### config.mk
export PLATFORM = sky130hd
export DESIGN_NAME = vdp_ctrl_regs_flat
export DESIGN_NICKNAME = d
export VERILOG_FILES = /design/src/hw/vdp_timing_pkg.sv /design/src/hw/vdp_bus_pkg.sv /design/src/hw/vdp_cpu_if.sv /design/src/hw/vdp_ctrl_regs.sv /design/src/flat_wrapper.sv
export SDC_FILE = /design/constraint.sdc
export NUM_CORES = 1
export LEC_CHECK = 0
export ABC_AREA = 1
export BUFFER_PORTS_ARGS = -buffer_cell sky130_fd_sc_hd__buf_2
export CAP_MARGIN = 20
export CORE_UTILIZATION = 40
export DETAILED_ROUTE_END_ITERATION = 7
export PLACE_DENSITY = 0.73
export SKIP_LAST_GASP = 1
export SLEW_MARGIN = 0
export SYNTH_ARGS = -nofsm -noshare
export SYNTH_HDL_FRONTEND = slang
export SYNTH_SLANG_ARGS = --single-unit
### constraint.sdc
create_clock -name CLK -period 1.57 [get_ports CLK]
set_input_delay 0.2355 -clock CLK [delete_from_list [all_inputs] [get_ports CLK]]
set_output_delay 0.2355 -clock CLK [all_outputs]
set_load 0.005 [all_outputs]
### src/hw/vdp_timing_pkg.sv
// Raster geometry and pixel types, imported by the timing, render and top-level units
package vdp_timing_pkg;

  typedef logic [8:0]  raster_t;        // Row or column coordinate
  typedef logic [3:0]  pixel_color_t;   // Palette index
  typedef logic [23:0] rgb_t;           // {R,G,B}

  ////////////////////////////////////////////////////////////////////////////
  // Raster geometry, measured on real hardware

  localparam raster_t NUM_ROWS = 9'd263;
  localparam raster_t NUM_COLS = 9'd260;

  // Render window, 208 x 232 pixels
  localparam raster_t FIRST_ROW_RENDER = 9'd16;
  localparam raster_t LAST_ROW_RENDER  = 9'd247;
  localparam raster_t FIRST_COL_RENDER = 9'd23;
  localparam raster_t LAST_COL_RENDER  = 9'd230;

  // Sync windows
  localparam raster_t FIRST_ROW_VSYNC = 9'd257;  // Three lines
  localparam raster_t LAST_ROW_VSYNC  = 9'd259;
  localparam raster_t FIRST_COL_HSYNC = 9'd240;
  localparam raster_t LAST_COL_HSYNC  = 9'd259;

  // Shown outside the render window
  localparam pixel_color_t BORDER_COLOR = 4'd1;  // Black in the palette

endpackage

### src/hw/vdp_bus_pkg.sv
// CPU bus address map, register fields, wait-state counts and bus data types for the VDP
package vdp_bus_pkg;

  typedef logic [12:0] cpu_addr_t;   // CPU address into the VDP
  typedef logic [7:0]  cpu_data_t;   // CPU data byte
  typedef logic [6:0]  bgm_addr_t;   // BGM word address
  typedef logic [31:0] bgm_word_t;   // Four bytes per BGM word
  typedef logic [2:0]  wait_cnt_t;   // Wait-state down-counter
  typedef logic [3:0]  area_t;       // Upper address bits that pick an area

  ////////////////////////////////////////////////////////////////////////////
  // Address map

  localparam int AREA_MSB = 12;
  localparam int AREA_LSB = 9;

  localparam area_t BGM_AREA = 4'b1000;  // 0x1000 - 0x11FF
  localparam area_t REG_AREA = 4'b1010;  // 0x1400 - 0x15FF

  // Everything but BGM reads back as this
  localparam cpu_data_t UNMAPPED_DATA = 8'hFF;

  ////////////////////////////////////////////////////////////////////////////
  // Wait states, in CP1 pulses

  localparam wait_cnt_t WAIT_BGM_READ   = 3'd3;
  localparam wait_cnt_t WAIT_OTHER_READ = 3'd2;
  localparam wait_cnt_t WAIT_WRITE      = 3'd1;

  // Register 0 bits
  localparam int REG0_BM_ENA   = 0;   // Bitmap on
  localparam int REG0_BM_LORES = 1;   // Low resolution bitmap

  // Register 1 nibbles
  localparam int REG1_BG_LSB = 0;     // Background colour
  localparam int REG1_FG_LSB = 4;     // Foreground colour, hi-res only

endpackage

### src/hw/vdp_cpu_if.sv
// Decoded CPU accesses from the bus unit to the control registers and the BGM
`timescale 1ns/1ps

interface vdp_cpu_if;
  import vdp_bus_pkg::*;

  logic      reg_wr;      // Register area write, level
  logic      bgm_wr;      // BGM write, level
  cpu_addr_t addr;
  cpu_data_t wdata;
  cpu_data_t bgm_rdata;   // Byte at addr, one clock later

  modport bus (
    output reg_wr,
    output bgm_wr,
    output addr,
    output wdata,
    input  bgm_rdata
  );

  modport regs (
    input reg_wr,
    input addr,
    input wdata
  );

  modport bgm (
    input  bgm_wr,
    input  addr,
    input  wdata,
    output bgm_rdata
  );

endinterface

### src/hw/vdp_ctrl_regs.sv
// Control registers 0 and 1 with CPU-written shadows copied to the active set each frame
`timescale 1ns/1ps

module vdp_ctrl_regs (
  input  logic                         CLK,
  input  logic                         cpu_wait_cnt_resetting,
  input  logic                         copy_strobe,
  vdp_cpu_if.regs                      regs,
  output logic                         bm_ena,
  output logic                         bm_lores,
  output vdp_timing_pkg::pixel_color_t bm_bg,
  output vdp_timing_pkg::pixel_color_t bm_fg
);
  import vdp_bus_pkg::*;

  cpu_data_t reg0_sh;   // Shadow copies, CPU side
  cpu_data_t reg1_sh;
  cpu_data_t reg0;      // Active copies, video side
  cpu_data_t reg1;

  always_ff @(posedge CLK) begin
    if (cpu_wait_cnt_resetting) begin
      reg0_sh <= '0;
      reg1_sh <= '0;
    end else if (regs.reg_wr) begin
      if (regs.addr[0]) begin
        reg1_sh <= regs.wdata;
      end else begin
        reg0_sh <= regs.wdata;
      end
    end
  end

  // New settings reach the renderer on the next frame
  always_ff @(posedge CLK) begin
    if (cpu_wait_cnt_resetting) begin
      reg0 <= '0;
      reg1 <= '0;
    end else if (copy_strobe) begin
      reg0 <= reg0_sh;
      reg1 <= reg1_sh;
    end
  end

  assign bm_ena   = reg0[REG0_BM_ENA];
  assign bm_lores = reg0[REG0_BM_LORES];
  assign bm_bg    = reg1[REG1_BG_LSB +: 4];
  assign bm_fg    = reg1[REG1_FG_LSB +: 4];

endmodule

### src/flat_wrapper.sv
// flat-port wrapper written by rule: the top's interface ports become plain ports
module vdp_ctrl_regs_flat import vdp_bus_pkg::*;
  (CLK, cpu_wait_cnt_resetting, copy_strobe, bm_ena, bm_lores, bm_bg, bm_fg, regs_reg_wr, regs_addr, regs_wdata);
  vdp_cpu_if regs_i ();
  input  logic CLK;
  input  logic cpu_wait_cnt_resetting;
  input  logic copy_strobe;
  output logic bm_ena;
  output logic bm_lores;
  output vdp_timing_pkg::pixel_color_t bm_bg;
  output vdp_timing_pkg::pixel_color_t bm_fg;
  input wire logic [$bits(regs_i.reg_wr)-1:0] regs_reg_wr;
  input wire logic [$bits(regs_i.addr)-1:0] regs_addr;
  input wire logic [$bits(regs_i.wdata)-1:0] regs_wdata;
  assign regs_i.reg_wr = regs_reg_wr;
  assign regs_i.addr = regs_addr;
  assign regs_i.wdata = regs_wdata;
  vdp_ctrl_regs u_core (.CLK(CLK), .cpu_wait_cnt_resetting(cpu_wait_cnt_resetting), .copy_strobe(copy_strobe), .regs(regs_i), .bm_ena(bm_ena), .bm_lores(bm_lores), .bm_bg(bm_bg), .bm_fg(bm_fg));
endmodule
## Word-level counts from Yosys, hierarchy flattened

Cells that the tools add are included.

| operators by class | value |
|---|---|
| bitwise logic cells | 1 |
| reduce and logical (&&, ||, !) cells | 2 |

Operator list:

| cell | count |
|---|---|
| 2-bit AND reduction | 2 |
| 1-bit NOT | 1 |

| word-level totals | value |
|---|---|
| flip-flop bits (word level) | 20 |
| bits of input ports | 25 |
| output and inout port bits | 10 |
| logic and storage cells | 7 |

## Longest topological paths before layout

| logic depth | value |
|---|---|
| depth in word-level cells | 2 |
| gate-level depth with buffers | 5 |

## Worst setup path before layout

OpenSTA, ideal clock, no wires.

| timing path | value |
|---|---|
| path type | input to register |
| from | input port cpu_wait_cnt_resetting |
| to | register u_core.reg0_sh[0] |
| setup time | 0.114 ns |
| arrival | 0.597 ns |
| data required time | 1.456 ns |
| slack | 0.859 ns |
| stages | 5 |
| path through | buf_6 -> inv_6 -> buf_12 -> nand2_2 -> nor2_2 |

RTL lines:

| item | line | RTL |
|---|---|---|
| from (decl) | flat_wrapper.sv:6 | `input logic cpu_wait_cnt_resetting;` |
| to (signal assigned) | vdp_ctrl_regs.sv:29 | `reg0_sh <= regs.wdata;` |
| to (decl) | vdp_ctrl_regs.sv:16 | `cpu_data_t reg0_sh;` |

## Worst setup path in the final report

| timing path | value |
|---|---|
| from | register u_core.reg1[3] |
| to | output port bm_bg[3] |

RTL lines:

| item | line | RTL |
|---|---|---|
| from (decl) | vdp_ctrl_regs.sv:19 | `cpu_data_t reg1;` |
| from (signal assigned) | vdp_ctrl_regs.sv:41 | `reg1 <= reg1_sh;` |
| to (decl) | flat_wrapper.sv:10 | `output vdp_timing_pkg::pixel_color_t bm_bg;` |

No word-level cell between the ends.

==> reports/qor.txt <==
final cell count without fillers: 142
skew final: 0.198 ps
met1 usage: 18.9%
worst path required time: 1330 ps
CP max FO: 2
area delta synth->final: 12.2%
Cell Chain, Critical Path: buf_2
core box area: 1960 sq um
Synthesis Warnings: 0
die height: 47.5 um
Port-buffer cells: 22
max cap viols: 0
global-route wire length before repair: 2370 um
NumNets Final: 142
relative slew slack: 79.4%
CTS tree: yes
TNS Setup: 0 ps
clock latency on the worst-skew pair: 290 ps
post-route ant nets: 0
IR drop worst, VDD: 480 uV
I/O pins: 35
final setup violation count: 0
number of diodes: 0
worst path arrival time: 770 ps
#FFs+latches synth: 20
CTS sink cnt: 20
gpl congestion: 0.743
CP bufs+invs: 1
DRC errors left: 0
EDFF count, synth: 0
Tmin final: 1010 ps
GR peak layer: met2
Netlist cell types: 14
placed cell areas: 907 sq um
Max Slew Vio Count: 0
slowest cell on the critical path: dfxtp_1
Die X: 47.5 um
unrepaired setup endpoints after global routing: false
CP Launch Type: register
Cells after Synth: 95
total global routing track utilization: 15.2%
Storage cell area: 400 sq um
Die ar.: 2260 sq um
Post-synth ARST share: 0%
hold path cells: 3
max incr delay on CP: 360 ps
WP depth: 1
worst-margin pin slew: 309 ps
Syn Nets: 120
Fmax: 990 MHz
HPWL after DPL: 1090 um
iteration count of the initial detailed-routing pass: 5
final worst path period share: 64.4%
outcome: finished clean
post-synth top area share: 48.3%
Most used DFF post-synth: dfxtp_1
reg2reg path depth: 2
Post-Syn Area: 828 sq um
final wirelength: 1510 um
reg-to-reg setup timing slack: 950 ps
dpl ws: 561 ps
Leak Pwr: 0.412 nW
most common cell in the netlist: dfxtp_1
share of cells above drive strength 1: 41.7%
Hold-fix buffers, CTS: 0
Vias: 665
CTS root buf: clkbuf_4
# rows: 16
CP endpoint kind: output pin
vias per cell: 4.68
Crit path max-delay family: flip-flops
pwr dens: 973 nW/um^2
fin worst setup slack: 560 ps
H-tree Lvls: 1
post-synthesis sequential area ratio: 48.3%
violation count after the first detailed-route iteration: 9
total congestion overflow: 0
Syn Area/Cell: 8.72 sq um
final-layout fill cell count: 218
worst hold margin: 187 ps
post_cts resized: 0
most area-hungry cell type in the Yosys netlist: dfxtp_1
critical path class: reg -> out
initial core utilization: 42.2%
Fin. Hold Viols: 0
vias in the first global route: 595
maximum number of pins on one net before global-route repair: 13
GRT met3 Usage: 2.26%
fin area: 930 sq um
met2 Usage GRT: 25.8%
most frequent cells after synthesis: dfxtp_1, nor2_1, nand3_1, nor2_2, nand2_1
antenna violations before repair: 0
Hold Crit Class: in -> reg
largest cells by area after synthesis: dfxtp_1, o21ai_2, nor2_2
routed len/inst: 10.6 um
worst-case clock buffer depth: 2
CTS clock-pin slew for the worst setup and hold paths: 100 ps
TritonCTS buffer count: 3
Inst Count DP: 139
Post-CTS Setup Repair Bufs: 0
Multi-input gate area: 335 sq um
[state kept, by name, summed over array words and instances, names as in the netlist]
register / count
u_core.reg0: 2
u_core.reg0_sh: 2
u_core.reg1: 8
u_core.reg1_sh: 8
[worst paths after layout]
path / to / start
hold / removal: u_core.reg1_sh[3] / regs_wdata[3]
setup reg to reg: u_core.reg0[1] / u_core.reg0[1]
setup / recovery: bm_bg[3] / u_core.reg1[3]
hold reg to reg: u_core.reg1_sh[4] / u_core.reg1_sh[4]
[cell usage in the layout, fill, tap and decap left out, drive strengths merged]
cell    netlist  layout
dfxtp        20      20
o21ai        10      10
nand2        11      11
a21oi         8       8
buf           5      22
nor2         25      25
inv           6       6
clkbuf        0       3
nand3        10      10
[cell families (layout without fill, tap and decap cells)]
group,count (synthesis),in the layout,share of synthesized area (%)
buffers and inverters,11,31,11.2
and+or+nand+nor,46,46,26.0
DFF,20,20,48.3
AOI/OAI and AO/OA,18,18,14.5
[routing by layer]
layer  vias to the layer above  wire length, um  share of wire (%)
met2                        17              758                 50
met1                       301              688                 46
met4                         0                7               0.46
met5                         -                0                  0
met3                         2               56                3.7
li1                        345                -                  -
[cell type report]
| class | count | share of cell area [%] |
|---|---|---|
| tap | 27 | 3.63 |
| sequential | 20 | 43.1 |
| multi-input combinational | 64 | 36.1 |
| inverter | 6 | 2.96 |
| clock buffer | 3 | 2.42 |
| timing repair buffer | 22 | 11.8 |
[through the flow]
stage	util, %	total power, mW
after floorplan	-	0.655
after CTS	47.4	0.918
after detailed placement	46.2	0.685
final	47.4	0.905
after global routing	47.4	0.951
after global placement	46.2	0.681
[report_power, final]
part	switching (mW)	internal, mW
logic	0.0716	0.0502
registers	0.0147	0.535
clock network	0.144	0.0892
No activity file was read; power rests on OpenSTA's default activity.
