`config.mk`:
```
export PLATFORM = sky130hd
export DESIGN_NAME = vdp_cpu_bus_flat
export DESIGN_NICKNAME = d
export VERILOG_FILES = /design/src/hw/vdp_bus_pkg.sv /design/src/hw/vdp_cpu_if.sv /design/src/hw/vdp_cpu_bus.sv /design/src/flat_wrapper.sv
export SDC_FILE = /design/constraint.sdc
export NUM_CORES = 1
export LEC_CHECK = 0
export BUFFER_PORTS_ARGS = -buffer_cell sky130_fd_sc_hd__buf_2
export CAP_MARGIN = 20
export CORE_ASPECT_RATIO = 1.2
export CORE_MARGIN = 4
export CORE_UTILIZATION = 41
export CTS_CLUSTER_SIZE = 8
export DETAILED_ROUTE_END_ITERATION = 10
export PLACE_DENSITY = 0.84
export SKIP_CTS_REPAIR_TIMING = 1
export SLEW_MARGIN = 40
export SYNTH_ARGS = -nofsm -noshare
export SYNTH_HDL_FRONTEND = slang
export SYNTH_SLANG_ARGS = --single-unit
export TNS_END_PERCENT = 1
```
`constraint.sdc`:
```
create_clock -name CLK -period 4 [get_ports CLK]
set_input_delay 0.4 -clock CLK [delete_from_list [all_inputs] [get_ports CLK]]
set_output_delay 0.4 -clock CLK [all_outputs]
set_load 0.02 [all_outputs]
```
`src/hw/vdp_bus_pkg.sv`:
```
// CPU bus address map, register fields, wait-state counts and bus data types for the VDP
package vdp_bus_pkg;

  typedef logic [12:0] cpu_addr_t;   // CPU address into the VDP
  typedef logic [7:0]  cpu_data_t;   // CPU data byte
  typedef logic [6:0]  bgm_addr_t;   // BGM word address
  typedef logic [31:0] bgm_word_t;   // Four bytes per BGM word
  typedef logic [2:0]  wait_cnt_t;   // Wait-state down-counter
  typedef logic [3:0]  area_t;       // Upper address bits that pick an area

  ////////////////////////////////////////////////////////////////////////////
  // Address map

  localparam int AREA_MSB = 12;
  localparam int AREA_LSB = 9;

  localparam area_t BGM_AREA = 4'b1000;  // 0x1000 - 0x11FF
  localparam area_t REG_AREA = 4'b1010;  // 0x1400 - 0x15FF

  // Everything but BGM reads back as this
  localparam cpu_data_t UNMAPPED_DATA = 8'hFF;

  ////////////////////////////////////////////////////////////////////////////
  // Wait states, in CP1 pulses

  localparam wait_cnt_t WAIT_BGM_READ   = 3'd3;
  localparam wait_cnt_t WAIT_OTHER_READ = 3'd2;
  localparam wait_cnt_t WAIT_WRITE      = 3'd1;

  // Register 0 bits
  localparam int REG0_BM_ENA   = 0;   // Bitmap on
  localparam int REG0_BM_LORES = 1;   // Low resolution bitmap

  // Register 1 nibbles
  localparam int REG1_BG_LSB = 0;     // Background colour
  localparam int REG1_FG_LSB = 4;     // Foreground colour, hi-res only

endpackage

```
`src/hw/vdp_cpu_if.sv`:
```
// Decoded CPU accesses from the bus unit to the control registers and the BGM
`timescale 1ns/1ps

interface vdp_cpu_if;
  import vdp_bus_pkg::*;

  logic      reg_wr;      // Register area write, level
  logic      bgm_wr;      // BGM write, level
  cpu_addr_t addr;
  cpu_data_t wdata;
  cpu_data_t bgm_rdata;   // Byte at addr, one clock later

  modport bus (
    output reg_wr,
    output bgm_wr,
    output addr,
    output wdata,
    input  bgm_rdata
  );

  modport regs (
    input reg_wr,
    input addr,
    input wdata
  );

  modport bgm (
    input  bgm_wr,
    input  addr,
    input  wdata,
    output bgm_rdata
  );

endinterface

```
`src/hw/vdp_cpu_bus.sv`:
```
// CPU bus unit of the VDP: area decode, WAITB generation and read data return
`timescale 1ns/1ps

module vdp_cpu_bus (
  input  logic                   CLK,
  input  logic                   cpu_wait_cnt_resetting,
  input  logic                   ce,
  input  logic                   cp1_posedge,
  input  logic                   csb,
  input  logic                   rdb,
  input  logic                   wrb,
  input  vdp_bus_pkg::cpu_addr_t a,
  input  vdp_bus_pkg::cpu_data_t db_i,
  output vdp_bus_pkg::cpu_data_t db_o,
  output logic                   db_oe,
  output logic                   waitb,
  vdp_cpu_if.bus                 bus
);
  import vdp_bus_pkg::*;

  logic      sel_bgm;
  logic      sel_reg;
  logic      cpu_rd;
  logic      cpu_wr;
  logic      rdb_d;          // RDB as seen at the last CP1
  logic      rdb_rise;
  wait_cnt_t wait_cnt;
  wait_cnt_t wait_cnt_next;
  logic      wait_rel;       // Low means WAITB drops with CSB
  logic      wait_rel_next;
  wait_cnt_t read_waits;
  wait_cnt_t start_waits;
  cpu_data_t rd_byte;

  ////////////////////////////////////////////////////////////////////////////
  // Decode

  assign sel_bgm = ~csb & (a[AREA_MSB:AREA_LSB] == BGM_AREA);
  assign sel_reg = ~csb & (a[AREA_MSB:AREA_LSB] == REG_AREA);
  assign cpu_rd  = ~(csb | rdb);
  assign cpu_wr  = ~(csb | wrb);

  assign bus.reg_wr = sel_reg & cpu_wr;
  assign bus.bgm_wr = sel_bgm & cpu_wr;
  assign bus.addr   = a;
  assign bus.wdata  = db_i;

  ////////////////////////////////////////////////////////////////////////////
  // Wait states

  always_ff @(posedge CLK) begin
    if (cpu_wait_cnt_resetting) begin
      rdb_d <= 1'b1;
    end else if (cp1_posedge) begin
      rdb_d <= rdb;
    end
  end

  assign rdb_rise    = rdb & ~rdb_d;
  assign read_waits  = sel_bgm ? WAIT_BGM_READ : WAIT_OTHER_READ;
  assign start_waits = cpu_rd ? read_waits : WAIT_WRITE;

  // The CP1 pulse that starts an access counts as the first wait
  always_comb begin
    wait_cnt_next = wait_cnt;
    wait_rel_next = wait_rel;
    if (wait_cnt != '0) begin
      wait_cnt_next = wait_cnt - 1'b1;
      if (wait_cnt == wait_cnt_t'(1)) begin
        wait_rel_next = 1'b1;
      end
    end else if (rdb_rise & ~csb) begin
      // Read to write turnaround inside one chip select
      wait_cnt_next = WAIT_WRITE;
      wait_rel_next = 1'b0;
    end else if (~wait_rel & (cpu_rd | cpu_wr)) begin
      wait_cnt_next = start_waits - 1'b1;
      wait_rel_next = (start_waits == wait_cnt_t'(1));
    end else if (~(cpu_rd | cpu_wr)) begin
      wait_rel_next = 1'b0;           // Idle, arm for the next access
    end
  end

  always_ff @(posedge CLK) begin
    if (cpu_wait_cnt_resetting) begin
      wait_cnt <= '0;
      wait_rel <= 1'b0;
    end else if (cp1_posedge) begin
      wait_cnt <= wait_cnt_next;
      wait_rel <= wait_rel_next;
    end
  end

  assign waitb = csb | wait_rel;

  ////////////////////////////////////////////////////////////////////////////
  // Read data

  always_ff @(posedge CLK) begin
    if (ce & cpu_rd) begin
      rd_byte <= sel_bgm ? bus.bgm_rdata : UNMAPPED_DATA;
    end
  end

  assign db_o  = rd_byte;
  assign db_oe = cpu_rd;   // Only while CSB and RDB are both low

endmodule

```
`src/flat_wrapper.sv`:
```
// flat-port wrapper written by rule: the top's interface ports become plain ports
module vdp_cpu_bus_flat import vdp_bus_pkg::*;
  (CLK, cpu_wait_cnt_resetting, ce, cp1_posedge, csb, rdb, wrb, a, db_i, db_o, db_oe, waitb, bus_reg_wr, bus_bgm_wr, bus_addr, bus_wdata, bus_bgm_rdata);
  vdp_cpu_if bus_i ();
  input  logic CLK;
  input  logic cpu_wait_cnt_resetting;
  input  logic ce;
  input  logic cp1_posedge;
  input  logic csb;
  input  logic rdb;
  input  logic wrb;
  input  vdp_bus_pkg::cpu_addr_t a;
  input  vdp_bus_pkg::cpu_data_t db_i;
  output vdp_bus_pkg::cpu_data_t db_o;
  output logic db_oe;
  output logic waitb;
  output wire logic [$bits(bus_i.reg_wr)-1:0] bus_reg_wr;
  output wire logic [$bits(bus_i.bgm_wr)-1:0] bus_bgm_wr;
  output wire logic [$bits(bus_i.addr)-1:0] bus_addr;
  output wire logic [$bits(bus_i.wdata)-1:0] bus_wdata;
  input wire logic [$bits(bus_i.bgm_rdata)-1:0] bus_bgm_rdata;
  assign bus_reg_wr = bus_i.reg_wr;
  assign bus_bgm_wr = bus_i.bgm_wr;
  assign bus_addr = bus_i.addr;
  assign bus_wdata = bus_i.wdata;
  assign bus_i.bgm_rdata = bus_bgm_rdata;
  vdp_cpu_bus u_core (.CLK(CLK), .cpu_wait_cnt_resetting(cpu_wait_cnt_resetting), .ce(ce), .cp1_posedge(cp1_posedge), .csb(csb), .rdb(rdb), .wrb(wrb), .a(a), .db_i(db_i), .db_o(db_o), .db_oe(db_oe), .waitb(waitb), .bus(bus_i));
endmodule
```
# Word-level counts from Yosys, hierarchy flattened
# Cells that the tools add are included.
dict set report totals {
  reg_bits 13
  input_bits 36
}
dict set report classes {
  add_sub_neg 2
  eq_ne 6
  mux 10
  bitwise_logic 17
  reduce_logical 4
}
# op n
set ops {}
lappend ops {{$mux W3} 4}
lappend ops {{$and A1 B1 Y1} 8}
lappend ops {{$eq A4 B4 Y1 const B} 2}
lappend ops {{$eq A3 B1 Y1 const B} 2}
lappend ops {{$mux W1} 6}
lappend ops {{$reduce_bool A3 Y1} 2}
lappend ops {{$sub A3 B1 Y3 const B} 2}
lappend ops {{$not A1 Y1} 5}
lappend ops {{$ne A4 B2 Y1 const B} 1}
lappend ops {{$or A1 B1 Y1} 4}
lappend ops {{$reduce_and A3 Y1} 1}
lappend ops {{$ne A2 B2 Y1 const B} 1}
lappend ops {{$reduce_and A2 Y1} 1}

# Depth between registers and ports, before layout
dict set report logic_depth {
  depth_word 8
  ltp_mapped 6
  mapped_depth_nobuf 6
}

# Least setup slack after synthesis
# Ideal clock, no wire load.
dict set report synth_path {
  path_kind {input port to output port}
  startpoint {input a[10]}
  endpoint {output bus_bgm_wr}
  t_arrival_ps 1541
  setup_slack_ps 2059
  stages 3
  path_buffers 1
  path_cell_list {or4b_4 buf_6 nor3_1}
}
dict set report synth_via {
  elab_chain_cells 3
}
# element line
set synth_lines {}
lappend synth_lines {{start, declared} flat_wrapper.sv:12} ;# input vdp_bus_pkg::cpu_addr_t a;
lappend synth_lines {{$eq A4 B4 Y1} vdp_cpu_bus.sv:38} ;# assign sel_bgm = ~csb & (a[AREA_MSB:AREA_LSB] == BGM_AREA);
lappend synth_lines {{$and A1 B1 Y1} vdp_cpu_bus.sv:38}
lappend synth_lines {{$and A1 B1 Y1} vdp_cpu_bus.sv:44} ;# assign bus.bgm_wr = sel_bgm & cpu_wr;
lappend synth_lines {{end, declared} flat_wrapper.sv:18} ;# output wire logic [$bits(bus_i.bgm_wr)-1:0] bus_bgm_wr;
# Every way passes these cells.

# Worst setup path in the final report
# Ends and elaborated chain as after synthesis.

==> Implementation_results.wiki <==
{| class="wikitable"
! Metric !! Value
|-
| Kind of launch point of the worst setup path || primary input
|-
| Power consumption || 0.000334 W
|-
| Largest net degree at the start of global routing || 17
|-
| Final-report max-slew violation count || 0
|-
| Post-Synth Adder-Cell Area || 4.37%
|-
| Nets@finish || 141
|-
| Met2 routed WL || 764 µm
|-
| Area contributors post-synth || edfxtp_1, buf_4, dfxtp_1, or3_1, ha_1
|-
| Yosys Warn Count || 0
|-
| Shortest clock period the worst path allows after layout || 1.86 ns
|-
| Headroom to the max-slew limit || 71.9%
|-
| GR Overflow Total || 0
|-
| Number of detailed-routing iterations run before antenna repair || 4
|-
| Total count of hold-check failures in the final report || 0
|-
| Post-Route Utilization || 46.7%
|-
| Final design instance area without fill || 895 µm²
|-
| Unique cell type count in the Yosys netlist || 27
|-
| First-pass GRT wire length || 2.57 mm
|-
| Multiplexer fraction of the synthesized cell area || 0%
|-
| Total DRC errors in the routed layout || 0
|-
| Post-synth design cell area || 858 µm²
|-
| Cell area after placement || 868 µm²
|-
| Setup TNS Final || 0 ns
|-
| Element type at the critical path end || output port
|-
| Count of max-cap constraint violations || 0
|-
| Origin of the worst min-delay path || cpu_wait_cnt_resetting
|-
| Run status || complete, no violations
|-
| Die Height || 58.1 µm
|-
| # clock sinks || 13
|-
| Clock tree from TritonCTS || built
|-
| Die area || 2890 µm²
|-
| Cell-by-cell listing of the critical path || buf_2 > or4b_4 > nor3_1 > buf_2
|-
| WL met1 || 688 µm
|-
| Initial antenna violation count || 0
|-
| Placeable core region || 1910 µm²
|-
| Cell row count || 17
|-
| Maximum clock path buffer count || 2
|-
| Post-synth top area cell || edfxtp_1
|-
| Critical path class || primary input to output port
|-
| Number of global-route vias before repair || 592
|-
| IO buf count || 34
|-
| Cell occurring most often along the worst timing path || buf_2
|-
| Number of CTS-inserted buffers || 3
|-
| Footprint of the multi-input gates || 315 µm²
|-
| Ant. Diodes || 0
|-
| Leak pwr || 0.413 nW
|-
| Commonest non-fill, non-tap cell in the layout || buf_2
|-
| Layout cells sized above 1 || 40.6%
|-
| Number of antenna-violating nets in the routed design || 0
|-
| Worst Clk Skew || 0.00131 ns
|-
| Top library cells by usage in the layout, fill and taps aside || buf_2, or3_1, edfxtp_1
|-
| Highest net fanout along the worst path || 11
|-
| Syn_nets || 126
|-
| Slowest library cell on the worst path || or4b_4
|-
| Delay of the slowest critical-path stage || 0.60 ns
|-
| Die width || 49.8 µm
|-
| Final HPWL from detailed placement || 1.30 mm
|-
| Insertion delay to the later sink of the worst-skew pair || 0.27 ns
|-
| Total area of sequential cells || 340 µm²
|-
| Detailed-routed wire length on met3 || 215 µm
|-
| Post-route insts no fill || 120
|-
| Least-Margin Pin Slew || 0.417 ns
|-
| Global Route Usage Sum || 11.6%
|-
| Setup repair after global routing missed its margin || false
|-
| Crit path required time || 3.60 ns
|-
| Synth-to-Final Area Change || 4.23%
|-
| Fraction of synthesized cell area in xor and xnor cells || 0%
|-
| Launch point of the critical path || a[10]
|-
| Starting density of the core || 44.8%
|-
| Share of the yosys chip area belonging to registers || 39.7%
|-
| Clock-pin slew of the registers on the worst-case setup and hold paths || 0.08 ns
|-
| Uppermost layer routed || met4
|-
| Number of primary I/O pins || 69
|-
| Worst EP arrival || 1.46 ns
|-
| Flip-flop and latch count after synthesis || 13
|-
| Vias || 629
|-
| Routed WL per cell || 14.0 µm
|-
| Mean area per synthesized cell || 9.87 µm²
|-
| Library cell used as clock root buffer || clkbuf_4
|-
| Avg Vias per Cell || 5.24
|-
| Area fraction of the dominant cell type after synthesis || 28.0%
|-
| Area fraction in compound gates after synthesis || 9.91%
|-
| Final Wtd Congestion || 0.857
|-
| Startpoint of the worst register-to-register path || u_core.wait_cnt[0]$_SDFFE_PP0P_
|-
| Post-Syn Instances || 87
|-
| Dpl cells || 116
|-
| Total setup violations reported at the end of the flow || 0
|-
| Final critical-path share of the clock period || 46.5%
|-
| Class of the tightest hold or removal check || primary input to flip-flop
|-
| Wire length after detailed routing || 1.68 mm
|-
| Worst IR drop on VDD || 0.000184 V
|-
| Number of fill cells || 181
|-
| Dominant combinational cell family by area after synthesis || buffers and inverters
|-
| First-iteration detailed-routing DRC count || 6
|-
| Highest clock frequency the design can meet || 537 MHz
|-
| Synthesized-area fraction occupied by and/or/nand/nor cells || 22.4%
|-
| Power density over the cells || 374 nW/µm²
|-
| Number of H-tree levels || 1
|-
| Setup slack of the worst register-to-register path || 2.37 ns
|}
[registers in the layout, summed over array words and instances, names as in the netlist]
| signal | cells |
|---|---|
| u_core.rdb_d | 1 |
| u_core.db_o | 8 |
| u_core.wait_rel | 1 |
| u_core.wait_cnt | 3 |
[metal layers]
| layer | GRT usage, % | vias to the layer above |
|---|---|---|
| met4 | 5.53 | 0 |
| li1 | - | 312 |
| met1 | 11.6 | 272 |
| met3 | 5.66 | 2 |
| met5 | 0 | - |
| met2 | 20.2 | 43 |
[stage by stage]
| stage | hold slack [ns] | setup slack, ns |
|---|---|---|
| 3_5_place_dp | 0.510 | 2.14 |
| 2_1_floorplan | 0.472 | 2.06 |
| 5_1_grt | 0.360 | 2.11 |
| 6_report | 0.355 | 2.14 |
| 3_3_place_gp | 0.505 | 2.17 |
| 4_1_cts | 0.356 | 2.14 |
[worst max-delay path: cells and delay by family]
kind | cells | cell delay [ns]
simple gates | 2 | 0.75
buf+inv | 2 | 0.30
[cells in the mapped netlist]
cell type / instances
nor2_4: 1
nor3_1: 4
nor2b_1: 1
and2_1: 1
or4bb_1: 1
a211o_1: 1
o32ai_1: 1
inv_1: 5
clkbuf_1: 1
o21a_1: 1
or4b_4: 1
a211oi_1: 3
and2b_1: 1
buf_4: 21
or3_1: 8
nor3_2: 1
nor3b_1: 2
a21oi_1: 3
nand2_1: 4
dfxtp_1: 5
ha_1: 3
buf_6: 2
o41ai_2: 1
o22ai_1: 1
edfxtp_1: 8
nand3b_1: 1
nor2_1: 5
[report_power, final]
| part | switching [W] | internal [W] | total [W] |
|---|---|---|---|
| sequential | 0.00000687 | 0.000153 | 0.000159 |
| clock | 0.0000435 | 0.0000387 | 0.0000822 |
| combinational | 0.0000545 | 0.0000382 | 0.0000927 |
[logic make-up (layout without fill, tap and decap cells)]
logic type                 count (synthesis)  after routing
adders and majority gates                  3              3
and+or+nand+nor                           31             31
AOI/OAI and AO/OA                         11             11
buffers and inverters                     29             43
DFF                                       13             13
[final timing paths]
path                                                   endpoint  depth (start not counted)
worst max register to register  u_core.wait_cnt[1]$_SDFFE_PP0P_                          6
worst min-delay path            u_core.wait_cnt[2]$_SDFFE_PP0P_                          2
worst min register to register     u_core.wait_rel$_SDFFE_PP0P_                          2
worst max-delay path                                 bus_bgm_wr                          4
[final cells by class]
| cell class | instances | area share (%) |
|---|---|---|
| multi-input cells | 45 | 35.2 |
| inverters | 5 | 2.10 |
| clock buffers | 4 | 2.94 |
| repair buffers | 34 | 19.0 |
| well taps | 19 | 2.66 |
| flip-flops and latches | 13 | 38.0 |
Note: power is estimated with default switching activity, not from simulation.
