`config.mk`:
```
export PLATFORM = sky130hd
export DESIGN_NAME = vdp_video_timing
export DESIGN_NICKNAME = d
export VERILOG_FILES = /design/src/hw/vdp_timing_pkg.sv /design/src/hw/vdp_video_timing.sv
export SDC_FILE = /design/constraint.sdc
export NUM_CORES = 1
export LEC_CHECK = 0
export BUFFER_PORTS_ARGS = -buffer_cell sky130_fd_sc_hd__buf_2
export CORE_MARGIN = 8
export CORE_UTILIZATION = 30
export DETAILED_ROUTE_END_ITERATION = 8
export GPL_TIMING_DRIVEN = 0
export SYNTH_ARGS = -nofsm -noshare
export SYNTH_HDL_FRONTEND = slang
export SYNTH_SLANG_ARGS = --single-unit
```
`constraint.sdc`:
```
create_clock -name CLK -period 4.1 [get_ports CLK]
set_input_delay 0.205 -clock CLK [delete_from_list [all_inputs] [get_ports CLK]]
set_output_delay 0.205 -clock CLK [all_outputs]
set_load 0.01 [all_outputs]
```
`src/hw/vdp_timing_pkg.sv`:
```
// Raster geometry and pixel types, imported by the timing, render and top-level units
package vdp_timing_pkg;

  typedef logic [8:0]  raster_t;        // Row or column coordinate
  typedef logic [3:0]  pixel_color_t;   // Palette index
  typedef logic [23:0] rgb_t;           // {R,G,B}

  ////////////////////////////////////////////////////////////////////////////
  // Raster geometry, measured on real hardware

  localparam raster_t NUM_ROWS = 9'd263;
  localparam raster_t NUM_COLS = 9'd260;

  // Render window, 208 x 232 pixels
  localparam raster_t FIRST_ROW_RENDER = 9'd16;
  localparam raster_t LAST_ROW_RENDER  = 9'd247;
  localparam raster_t FIRST_COL_RENDER = 9'd23;
  localparam raster_t LAST_COL_RENDER  = 9'd230;

  // Sync windows
  localparam raster_t FIRST_ROW_VSYNC = 9'd257;  // Three lines
  localparam raster_t LAST_ROW_VSYNC  = 9'd259;
  localparam raster_t FIRST_COL_HSYNC = 9'd240;
  localparam raster_t LAST_COL_HSYNC  = 9'd259;

  // Shown outside the render window
  localparam pixel_color_t BORDER_COLOR = 4'd1;  // Black in the palette

endpackage

```
`src/hw/vdp_video_timing.sv`:
```
// Raster counter with sync, blanking and data enable outputs plus the register copy strobe
`timescale 1ns/1ps

module vdp_video_timing (
  input  logic                    CLK,
  input  logic                    cpu_wait_cnt_resetting,
  input  logic                    ce,
  output vdp_timing_pkg::raster_t row,
  output vdp_timing_pkg::raster_t col,
  output logic                    in_render,
  output logic                    copy_strobe,
  output logic                    hs,
  output logic                    vs,
  output logic                    vbl,
  output logic                    de
);
  import vdp_timing_pkg::*;

  raster_t row_next;
  raster_t col_next;
  logic    render_row;
  logic    render_col;

  // Wrap column first, then row
  always_comb begin
    row_next = row;
    col_next = col + 1'b1;
    if (col == NUM_COLS - 1'b1) begin
      col_next = '0;
      row_next = (row == NUM_ROWS - 1'b1) ? '0 : row + 1'b1;
    end
  end

  always_ff @(posedge CLK) begin
    if (cpu_wait_cnt_resetting) begin
      row <= '0;
      col <= '0;
    end else if (ce) begin
      row <= row_next;
      col <= col_next;
    end
  end

  assign render_row = (row >= FIRST_ROW_RENDER) & (row <= LAST_ROW_RENDER);
  assign render_col = (col >= FIRST_COL_RENDER) & (col <= LAST_COL_RENDER);
  assign in_render  = render_row & render_col;

  // Shadow to active copy, first column of VSYNC
  assign copy_strobe = ce & (row == FIRST_ROW_VSYNC) & (col == '0);

  always_ff @(posedge CLK) begin
    if (cpu_wait_cnt_resetting) begin
      hs  <= 1'b0;
      vs  <= 1'b0;
      vbl <= 1'b1;  // Row 0 is blanked
      de  <= 1'b0;
    end else if (ce) begin
      hs  <= (col >= FIRST_COL_HSYNC) & (col <= LAST_COL_HSYNC);
      vs  <= (row >= FIRST_ROW_VSYNC) & (row <= LAST_ROW_VSYNC);
      vbl <= ~render_row;
      de  <= in_render;
    end
  end

endmodule

```
---- Word level (Yosys, flattened, before mapping) ----
Index checks and enable logic that the tools add are counted.
W data, S select, Z words.
storage, ports and cells
  word-level logic and storage cells ...... 31
  output and inout bits ................... 24
  input bits .............................. 3
  bits in registers ....................... 22
cells by class
  equality and inequality tests ........... 3
  reduce and logical (&&, ||, !) cells .... 2
  $add $sub $neg .......................... 2
  bitwise gates (word level) .............. 8
  muxes and demuxes ....................... 2
  $lt $le $gt $ge ......................... 8
operators by type and width
  operator               count
  $eq A9 B9 Y1 const B   3
  $add A9 B1 Y9 const B  2
  $ge A9 B5 Y1 const B   2
  $le A9 B8 Y1 const B   2
  $le A9 B9 Y1 const B   2
  $mux W9                2
  $ge A9 B8 Y1 const B   1
  $ge A9 B9 Y1 const B   1
  $logic_not A9 Y1       1
  $and A1 B1 Y1          7
  $reduce_and A2 Y1      1
  $not A1 Y1             1

---- Longest topological paths before layout ----
Gate-level depths: netlist (run 1).
  word-level depth ........................ 3
  mapped depth ............................ 6
  depth with buffers taken out ............ 6

---- Least setup slack after synthesis (run 1) ----
No wires, ideal clock.
  kind .................................... reg2reg
  from .................................... reg col[1]
  to ...................................... reg row[7]
  period minus slack after synthesis ...... 1.773 ns
  setup slack ............................. 2.327 ns
  buffers on the path ..................... 0
  data arrival time ....................... 1.702 ns
  stages on the path, launching flop included .. 6
  setup time .............................. 0.072 ns
  required time ........................... 4.028 ns
  cells stage by stage .................... dfxtp_1 -> ha_1 -> and2_1 -> nand4_4 -> or4_1 -> a21oi_1
between the ends
  longest elaborated chain between the ends .. 2
ends and longest elaborated chain
  item                                RTL line                text
  from (decl)                         vdp_video_timing.sv:9   output vdp_timing_pkg::raster_t col,
  from (signal assigned)              vdp_video_timing.sv:40  col <= col_next;
  $eq A9 B9 Y1                        vdp_video_timing.sv:28  if (col == NUM_COLS - 1'b1) begin
  $reduce_and A2 Y1 (no source line)  -
  to (signal assigned)                vdp_video_timing.sv:39  row <= row_next;
  to (decl)                           vdp_video_timing.sv:8   output vdp_timing_pkg::raster_t row,
Every way passes these cells.
A chain may end at the register's enable or synchronous reset.

---- Worst setup path in the final report (run 1) ----
  from .................................... reg row[1]
  to ...................................... out in_render
between the ends
  longest elaborated chain between the ends .. 3
  elaborated cells on any way between the ends .. 4
  classes of those cells .................. 2 x order compare; 2 x bitwise
ends and longest elaborated chain
  item                                          RTL line                text
  $ge A9 B5 Y1 or $le A9 B8 Y1 (tied branches)  vdp_video_timing.sv:44  assign render_row = (row >= FIRST_ROW_RENDER) & (row <= LAST_ROW_RENDER);
  $and A1 B1 Y1 *                               vdp_video_timing.sv:44
  $and A1 B1 Y1 *                               vdp_video_timing.sv:46  assign in_render = render_row & render_col;
  to (decl)                                     vdp_video_timing.sv:10  output logic in_render,
Every way passes the cells marked *; elsewhere a longest branch is shown, timed or not.

==> impl_metrics.yaml, run 1 <==
cells_and_area:
  drive_above_1_share: 0.234
  num_antenna_cells: 0
  layoutNonFillerInstCount: 236
  fin_util: 0.367
  finish.net_count: 196
  multiInputGateArea_um2: 845
  syn_to_final_growth_pct: 16.8
  nFillCells: 473
  seq_area_um2: 440
synthesis:
  ys_warn_count: 0
  synthTopCellsByCount: "24 x nor2_1, 22 x dfxtp_1, 12 x nand2_1"
  synth_cell_type_count: 40
  ys_ff_latch: 22
  synth-edff-count: 0
  yosysSeqAreaShare: 0.319
  synth_top_area_share: 0.319
  synth_area_leaders: "dfxtp_1 32%, nor2_1 6.5%, ha_1 6.4%, xnor2_1 5.7%, nor4_4 4.6%"
  yosys.area.top_type: "dfxtp_1"
  syn_inst: 156
  syn_area_mm2: 0.00138
  synth_nets: 166
  avgSynthCellArea_um2: 8.84
  synth_most_common_cell: "nor2_1"
  synthFlopType: "dfxtp_1"
  async_flop_share: 0
timing:
  finalSetupViolations: 0
  layout_worst_path_cycle_share: 0.505
  clock.fmax_ghz: 0.483
  min_period_ns: 2.07
  rsz0062_at_grt: "no"
  finalSetupTns_ns: 0
  slew_viol_final: 0
  max-slew-margin-rel: 0.635
  whs_ns: 0.213
  hold_violations: 0
  worstMarginPinSlew_ns: 0.541
  finClkSkew_ns: 0.00202
min_path:
  hold_path.class: "in2reg"
drt:
  routed-wl-met3_um: 204
  wl_per_cell_um: 14.0
  routed.top_layer: "met4"
  dr_wl_met2_mm: 1.41
  drt_iter0_markers: 80
  num_vias: 1183
  drtPass1Iterations: 4
  drcViolationCount: 0
  antenna_left: 0
  wl_met1_mm: 1.61
  viasPerCell: 5.01
  wirelength_mm: 3.30
power_and_ir_drop:
  power_frac_comb: 0.066
  power_density_mw_per_mm2: 235
  p_int_uw: 291
  power_switching_share: 0.231
  p_leak_nw: 0.636
  peakVddDrop_mv: 0.102
  p_switching_uw: 87.3
  seq_power_share: 0.582
  clkPwrFrac: 0.353
cts:
  clkSinkCount: 22
  cts_hold_buf: 0
  root_buffer: "clkbuf_8"
  clockBufferDepth: 2
  cts_resized: 0
  htreeDepth: 1
  clkLatencyLatePin_ns: 0.26
  cts_buffers: 3
  path_clk_slew_ns: 0.08
  cts_setup_buffers: 0
  cts_tree: "yes"
global_route:
  grt_max_degree: 12
  grt_pass1_wl_mm: 5.71
  gr-total-overflow: 0
  antenna_found_initial: 0
  grtUsageTotal: 0.0962
  grt_pass1_vias: 1176
worst_setup_path:
  worstPathRequired_ns: 3.89
  crit_fanout: 9
  worstPathArrival_ns: 1.86
  crit_type: "reg2out"
  crit_path_end_kind: "output port"
  cp-start-kind: "flip-flop"
die:
  die-area_mm2: 0.00702
  coreArea_mm2: 0.00438
  die_h_um: 83.8
  die_w_um: 83.8
  start_util: 0.314
  rows: 24
  pin_count: 27
run:
  max_cap_viol_count: 0
place:
  hpwl_mm: 2.51
  port_buffers: 25
  place.gp.congestion: 0.804
  place_inst: 233
status:
  status: "complete, no violations"
sequential cells by signal, summed over array words and instances, names as in the netlist:
| name | cells |
|---|---|
| vbl | 1 |
| de | 1 |
| row | 9 |
| vs | 1 |
| hs | 1 |
| col | 9 |
cell type report:
type                    instances  share of cell area
plain buffers                   7              0.0420
clock buffers                   3              0.0256
inverters                       7              0.0163
multi-input cells             120               0.524
flip-flops and latches         22               0.274
well taps                      52              0.0404
repair buffers                 25              0.0777
power groups by stage:
stage               clock network, mW  registers (mW)  logic, mW
floorplan                           0           0.226     0.0154
global placement                    0           0.225     0.0248
detailed placement                  0           0.225     0.0252
CTS                             0.140           0.220     0.0253
global route                    0.149           0.221     0.0284
finish                          0.133           0.220     0.0248
critical path, stage by stage, from the launching register on:
cell,delay [ns]
dfxtp_1,0.49
ha_1,0.28
and4b_1,0.22
o21ai_0,0.25
nand2_1,0.09
nor2_1,0.12
buf_2,0.14
cells in the final DEF, fill, tap and decap left out, types with 2 or more instances in the layout:
cell type | synthesis | routed
a31oi_1 | 2 | 2
dfxtp_1 | 22 | 22
nor4_4 | 3 | 3
clkbuf_8 | 0 | 3
inv_1 | 7 | 7
nor3_4 | 3 | 3
a21oi_1 | 6 | 6
buf_6 | 5 | 5
and3_1 | 5 | 5
nor4_1 | 2 | 2
nor2_1 | 24 | 24
and4_1 | 3 | 3
buf_2 | 0 | 25
nor3_1 | 2 | 2
or3_1 | 3 | 3
nand3_1 | 3 | 3
xnor2_1 | 9 | 9
xor2_1 | 3 | 3
nand2_1 | 12 | 12
nand4_1 | 9 | 9
o21ai_0 | 6 | 6
ha_1 | 7 | 7
per-layer routing:
metal,vias to the layer above,track usage
li1,611,-
met1,540,0.121
met2,25,0.143
met3,7,0.0273
met4,0,0.0534
met5,-,0
metrics by stage:
step	instance area (um^2)	power (mW)	setup slack, ns
after floorplan	1380	0.241	2.33
after global placement	1570	0.250	2.12
after detailed placement	1570	0.250	2.12
after CTS	1610	0.386	2.02
after global routing	1610	0.398	1.83
final	1610	0.378	2.03
final timing paths:
path	start	to	slack [ns]	depth (start not counted)
min reg2reg	vs$_SDFFE_PP0P_	vs$_SDFFE_PP0P_	0.48	2
max	row[1]$_SDFFE_PP0P_	in_render	2.03	6
min	cpu_wait_cnt_resetting	row[1]$_SDFFE_PP0P_	0.21	2
max reg2reg	col[1]$_SDFFE_PP0P_	row[3]$_SDFFE_PP0P_	2.15	5
cells by family after synthesis:
group	Yosys count	synth area share
AO/OA/AOI/OAI	19	0.0826
XOR/XNOR	12	0.0762
adder cells (fa/ha/maj)	7	0.0635
buffers and inverters	14	0.0681
flip-flops	22	0.319
multiplexers	1	0.00726
AND/OR/NAND/NOR	81	0.383
(Power assumes the default switching activity.)
==> run 2: changes to the inputs <==
Clock period 4.1 ns to 1.82 ns, I/O delays scaled along.
==> run 2 against run 1 <==
Compared with the run above:
- routed wire length up 0.58%
- cell area is 2.1% higher
- register-to-register slack lost 2.0 ns
- clock skew hardly changed
- clock power increased by 130%
- clock-buffer cell count unchanged
- largest cell class unchanged
- critical path depth fell by 1
==> impl_metrics.yaml, run 2 (synthesized netlist as in run 1, its figures left out) <==
timing:
  clock.fmax_ghz: 0.584
  finalSetupViolations: 0
  hold_violations: 0
  finClkSkew_ns: 0.00240
  min_period_ns: 1.71
  max-slew-margin-rel: 0.679
  layout_worst_path_cycle_share: 0.941
  slew_viol_final: 0
  finalSetupTns_ns: 0
  worstMarginPinSlew_ns: 0.481
  rsz0062_at_grt: "no"
global_route:
  grt_pass1_vias: 1181
  grt_max_degree: 12
  antenna_found_initial: 0
  grtUsageTotal: 0.0958
  gr-total-overflow: 0
  grt_pass1_wl_mm: 5.68
die:
  rows: 24
  coreArea_mm2: 0.00438
  start_util: 0.314
  pin_count: 27
  die-area_mm2: 0.00702
  die_h_um: 83.8
  die_w_um: 83.8
cts:
  clockBufferDepth: 2
  cts_hold_buf: 0
  cts_setup_buffers: 0
  htreeDepth: 1
  path_clk_slew_ns: 0.08
  clkLatencyLatePin_ns: 0.26
  cts_tree: "yes"
  clkSinkCount: 22
  root_buffer: "clkbuf_8"
  cts_buffers: 3
cells_and_area:
  reg_top3: "col: 9 flops, row: 9 flops"
  stdcell_area_mm2: 0.00164
  syn_to_final_growth_pct: 19.2
  final_cell_mix: "25 x buf_2, 24 x nor2_1, 18 x dfxtp_1"
  finish.net_count: 196
  num_antenna_cells: 0
  drive_above_1_share: 0.283
  nFillCells: 468
  layout_commonest_cell: "buf_2"
power_and_ir_drop:
  power_density_mw_per_mm2: 521
  p_switching_uw: 200
  clkPwrFrac: 0.353
  p_leak_nw: 0.635
  peakVddDrop_mv: 0.231
  power_switching_share: 0.233
  seq_power_share: 0.581
  power_frac_comb: 0.066
  p_int_uw: 656
place:
  hpwl_mm: 2.51
  postPlaceCellArea_mm2: 0.00157
  port_buffers: 25
  place.gp.congestion: 0.804
worst_setup_path:
  rrSetupSlack_ns: 0.14
  r2r_cells: 5
  cp-start-kind: "flip-flop"
  worstPathRequired_ns: 1.73
  path_cells: "or3_1, buf_6, nor2_1, and3_1, buf_2"
  crit_path_end_kind: "output port"
  max_stage_delay_ns: 0.41
  slowest_stage: "or3_1"
  crit_fanout: 8
  crit_type: "reg2out"
  worstPathArrival_ns: 1.62
  timing.rr.end: "row[7]$_SDFFE_PP0P_"
  reg2reg_from: "col[0]$_SDFFE_PP0P_"
drt:
  wl_per_cell_um: 14.1
  antenna_left: 0
  viasPerCell: 5.06
  drcViolationCount: 0
  num_vias: 1194
  wirelength_mm: 3.32
  drt_iter0_markers: 76
  drtPass1Iterations: 4
min_path:
  whs_path_depth: 2
  hp-start: "cpu_wait_cnt_resetting"
  hold_path.class: "in2reg"
  min_to: "row[1]$_SDFFE_PP0P_"
status:
  status: "complete, no violations"
run:
  max_cap_viol_count: 0
## run 2: cell types whose count changed in the layout (fill, tap and decap cells not counted), moves of 2 or more
cell,delta
dfxtp_1,-4
dfxtp_2,+3
ha_1,-2
o21ai_0,-3
o21ai_1,+2
## run 2: area by class of cell
| class | count | area, um^2 | share of cell area |
|---|---|---|---|
| Clock buffer | 3 | 41.3 | 0.0251 |
| Sequential cell | 22 | 448 | 0.272 |
| Tap cell | 52 | 65.1 | 0.0396 |
| Timing Repair Buffer | 25 | 125 | 0.0761 |
| Multi-Input combinational cell | 120 | 871 | 0.530 |
| Buffer | 7 | 67.6 | 0.0411 |
| Inverter | 7 | 26.3 | 0.0160 |
## run 2: per-stage QoR
stage / hold WS [ns] / std cells / utilization / worst slack, ns / total power [mW]
3_3_place_gp: 0.385 / 233 / 0.358 / -0.165 / 0.563
3_5_place_dp: 0.385 / 233 / 0.358 / -0.157 / 0.564
6_report: 0.0875 / 236 / 0.375 / 0.107 / 0.856
4_1_cts: 0.0919 / 236 / 0.369 / 0.00700 / 0.870
2_1_floorplan: 0.160 / 156 / - / 0.0466 / 0.543
5_1_grt: 0.0878 / 236 / 0.375 / 0.00604 / 0.899
## run 2: power groups by stage
stage / logic, mW / clock network (mW) / registers, mW
after floorplan: 0.0347 / 0 / 0.509
after global placement: 0.0560 / 0 / 0.507
after detailed placement: 0.0568 / 0 / 0.507
after CTS: 0.0575 / 0.316 / 0.496
after global routing: 0.0650 / 0.335 / 0.499
final: 0.0569 / 0.302 / 0.497
## run 2: layer usage
layer	wire (um)	vias to the layer above	track usage
met5	0	-	0
li1	-	611	-
met1	1590	557	0.118
met2	1480	21	0.146
met3	191	5	0.0264
met4	68	0	0.0518
## run 2: repair_timing
action,in CTS,in global routing
setup endpoints to repair,7,7
gates cloned,0,0
pin swaps,0,0
gates resized for setup,8,6
## run 2: critical path, delay by kind of cell (launching register included)
family | cells | cell delay (ns)
buffers and inverters | 2 | 0.29
and+or+nand+nor | 3 | 0.67
DFF | 1 | 0.40
## run 2: how the worst max path moves through the flow
stage                     depth (start not counted)  slack [ns]                  end           startpoint
after floorplan                                   5        0.05  row[7]$_SDFFE_PP0P_  col[1]$_SDFFE_PP0P_
after global placement                            5       -0.16  row[3]$_SDFFE_PP0P_  col[1]$_SDFFE_PP0P_
after detailed placement                          5       -0.16  row[3]$_SDFFE_PP0P_  col[1]$_SDFFE_PP0P_
after CTS                                         5       0.007  row[7]$_SDFFE_PP0P_  col[0]$_SDFFE_PP0P_
after global routing                              6       0.006            in_render  row[0]$_SDFFE_PP0P_
final                                             5        0.11          copy_strobe  col[5]$_SDFFE_PP0P_
==> run 3: changes to the inputs <==
Settings changed: CORE_UTILIZATION 30 to 49, PLACE_DENSITY from default to 0.77.
==> run 3 against run 2 <==
Compared with the run above:
- fmax down 1.0%
- first-iteration DRC count down 9.2%
- clock-buffer cell count up 1
- via count up 6.1%
- total power down 2.4%
- sequential power about the same
- critical path depth down 1
- cell count down 6.4%
- sequential share of layout area up 0.22 points
- routed wire length up 2.4%
- clock skew about the same
- highest routed layer unchanged
==> impl_metrics.yaml, run 3 (synthesized netlist as in run 1, its figures left out) <==
status:
  status: "complete, no violations"
cts:
  htreeDepth: 1
  clockBufferDepth: 2
  path_clk_slew_ns: 0.13
  clkSinkCount: 22
  cts_buffers: 3
  clkLatencyLatePin_ns: 0.31
  root_buffer: "clkbuf_4"
  cts_tree: "yes"
power_and_ir_drop:
  peakVddDrop_mv: 0.449
  power_switching_share: 0.246
  p_switching_uw: 205
  p_int_uw: 630
  power_frac_comb: 0.071
  p_leak_nw: 0.661
  power_density_mw_per_mm2: 498
  power.total_uw: 835
  seq_power_share: 0.592
  clkPwrFrac: 0.337
worst_setup_path:
  worstPathArrival_ns: 1.64
  critical-path-top-delay-family: "simple AND/OR/NAND/NOR gates"
  r2r_cells: 5
  cp-start-kind: "flip-flop"
  path_depth: 4
  max_stage_delay_ns: 0.40
  crit_fanout: 7
  crit_buf_inv: 1
  worstPathRequired_ns: 1.73
  crit_path_frequent_cell: "and3_1"
  crit_path_end_kind: "output port"
  path_cells: "nor4_2, and3_1, and3_1, buf_2"
  crit_type: "reg2out"
  slowest_stage: "dfxtp_1"
place:
  place.gp.congestion: 0.862
  port_buffers: 25
  postPlaceCellArea_mm2: 0.00154
  hpwl_mm: 2.47
  place_inst: 212
cells_and_area:
  drive_above_1_share: 0.326
  layout_commonest_cell: "buf_2"
  stdcell_area_mm2: 0.00168
  reg_top3: "col: 9 flops, row: 9 flops"
  syn_to_final_growth_pct: 21.6
  final_cell_mix: "25 x buf_2, 24 x nor2_1, 16 x dfxtp_1"
  nFillCells: 246
  finish.net_count: 201
  num_antenna_cells: 0
  layoutNonFillerInstCount: 221
timing:
  layout_worst_path_cycle_share: 0.951
  max-slew-margin-rel: 0.718
  whs_ns: 0.210
  slew_viol_final: 0
  min_period_ns: 1.73
  finClkSkew_ns: 0.00250
  clock.fmax_ghz: 0.578
  hold_violations: 0
  worstMarginPinSlew_ns: 0.423
  rsz0062_at_grt: "yes"
  finalSetupViolations: 0
  finalSetupTns_ns: 0
drt:
  antenna_left: 0
  wl_per_cell_um: 15.4
  drcViolationCount: 0
  viasPerCell: 5.73
  drt_iter0_markers: 69
  drtPass1Iterations: 4
  num_vias: 1267
  wirelength_mm: 3.40
min_path:
  whs_path_depth: 4
  hold_path.class: "in2reg"
die:
  pin_count: 27
  die_w_um: 69.0
  die_h_um: 69.0
  coreArea_mm2: 0.00271
  die-area_mm2: 0.00477
  start_util: 0.509
  rows: 19
global_route:
  antenna_found_initial: 0
  gr-total-overflow: 0
  grt_max_degree: 13
  grt_pass1_wl_mm: 5.87
  grt_pass1_vias: 1258
  grtUsageTotal: 0.142
run:
  max_cap_viol_count: 0
## run 3: final cells by class
cell class / count / area [um^2] / share of cell area
buffer: 7 / 67.6 / 0.0403
multi-input combinational: 120 / 882 / 0.526
sequential: 22 / 460 / 0.275
timing repair buffer: 30 / 165 / 0.0985
tap: 31 / 38.8 / 0.0231
clock buffer: 4 / 36.3 / 0.0216
inverter: 7 / 26.3 / 0.0157
## run 3: worst paths after layout
check	start	endpoint	slack (ns)
hold / removal	ce	col[4]$_SDFFE_PP0P_	0.21
hold reg to reg	vs$_SDFFE_PP0P_	vs$_SDFFE_PP0P_	0.49
setup / recovery	row[6]$_SDFFE_PP0P_	copy_strobe	0.09
setup reg to reg	col[0]$_SDFFE_PP0P_	row[7]$_SDFFE_PP0P_	0.10
## run 3: what timing repair did
item	CTS	global route
hold endpoints to repair	3	0
pin swaps	0	3
setup buffers	0	4
setup endpoints to repair	7	7
resized for setup	10	13
cloned	0	0
hold buffers	1	0
## run 3: power groups by stage
| stage | registers [mW] | logic (mW) | clock network [mW] |
|---|---|---|---|
| after detailed placement | 0.507 | 0.0566 | 0 |
| after global placement | 0.506 | 0.0541 | 0 |
| after floorplan | 0.509 | 0.0347 | 0 |
| final | 0.495 | 0.0595 | 0.281 |
| after CTS | 0.497 | 0.0590 | 0.287 |
| after global routing | 0.496 | 0.0680 | 0.299 |
## run 3: stage by stage
stage / util / worst slack, ns
2_1_floorplan: - / 0.0466
3_3_place_gp: 0.569 / -0.0674
3_5_place_dp: 0.569 / -0.130
4_1_cts: 0.591 / 0.0119
5_1_grt: 0.619 / -0.0302
6_report: 0.619 / 0.0890
## run 3: per-layer routing
layer  up-vias  global-route usage  part of all wire
li1        621                   -                 -
met1       610               0.162              0.43
met2        29               0.249              0.52
met3         7              0.0300             0.039
met4         0              0.0547             0.019
met5         -                   0                 0
## run 3: tightest hold or removal path: cells and delay by family
family / cells / cell delay (ns)
AND/OR/NAND/NOR: 2 / 0.21
XOR/XNOR: 1 / 0.09
buffers and inverters: 1 / 0.11
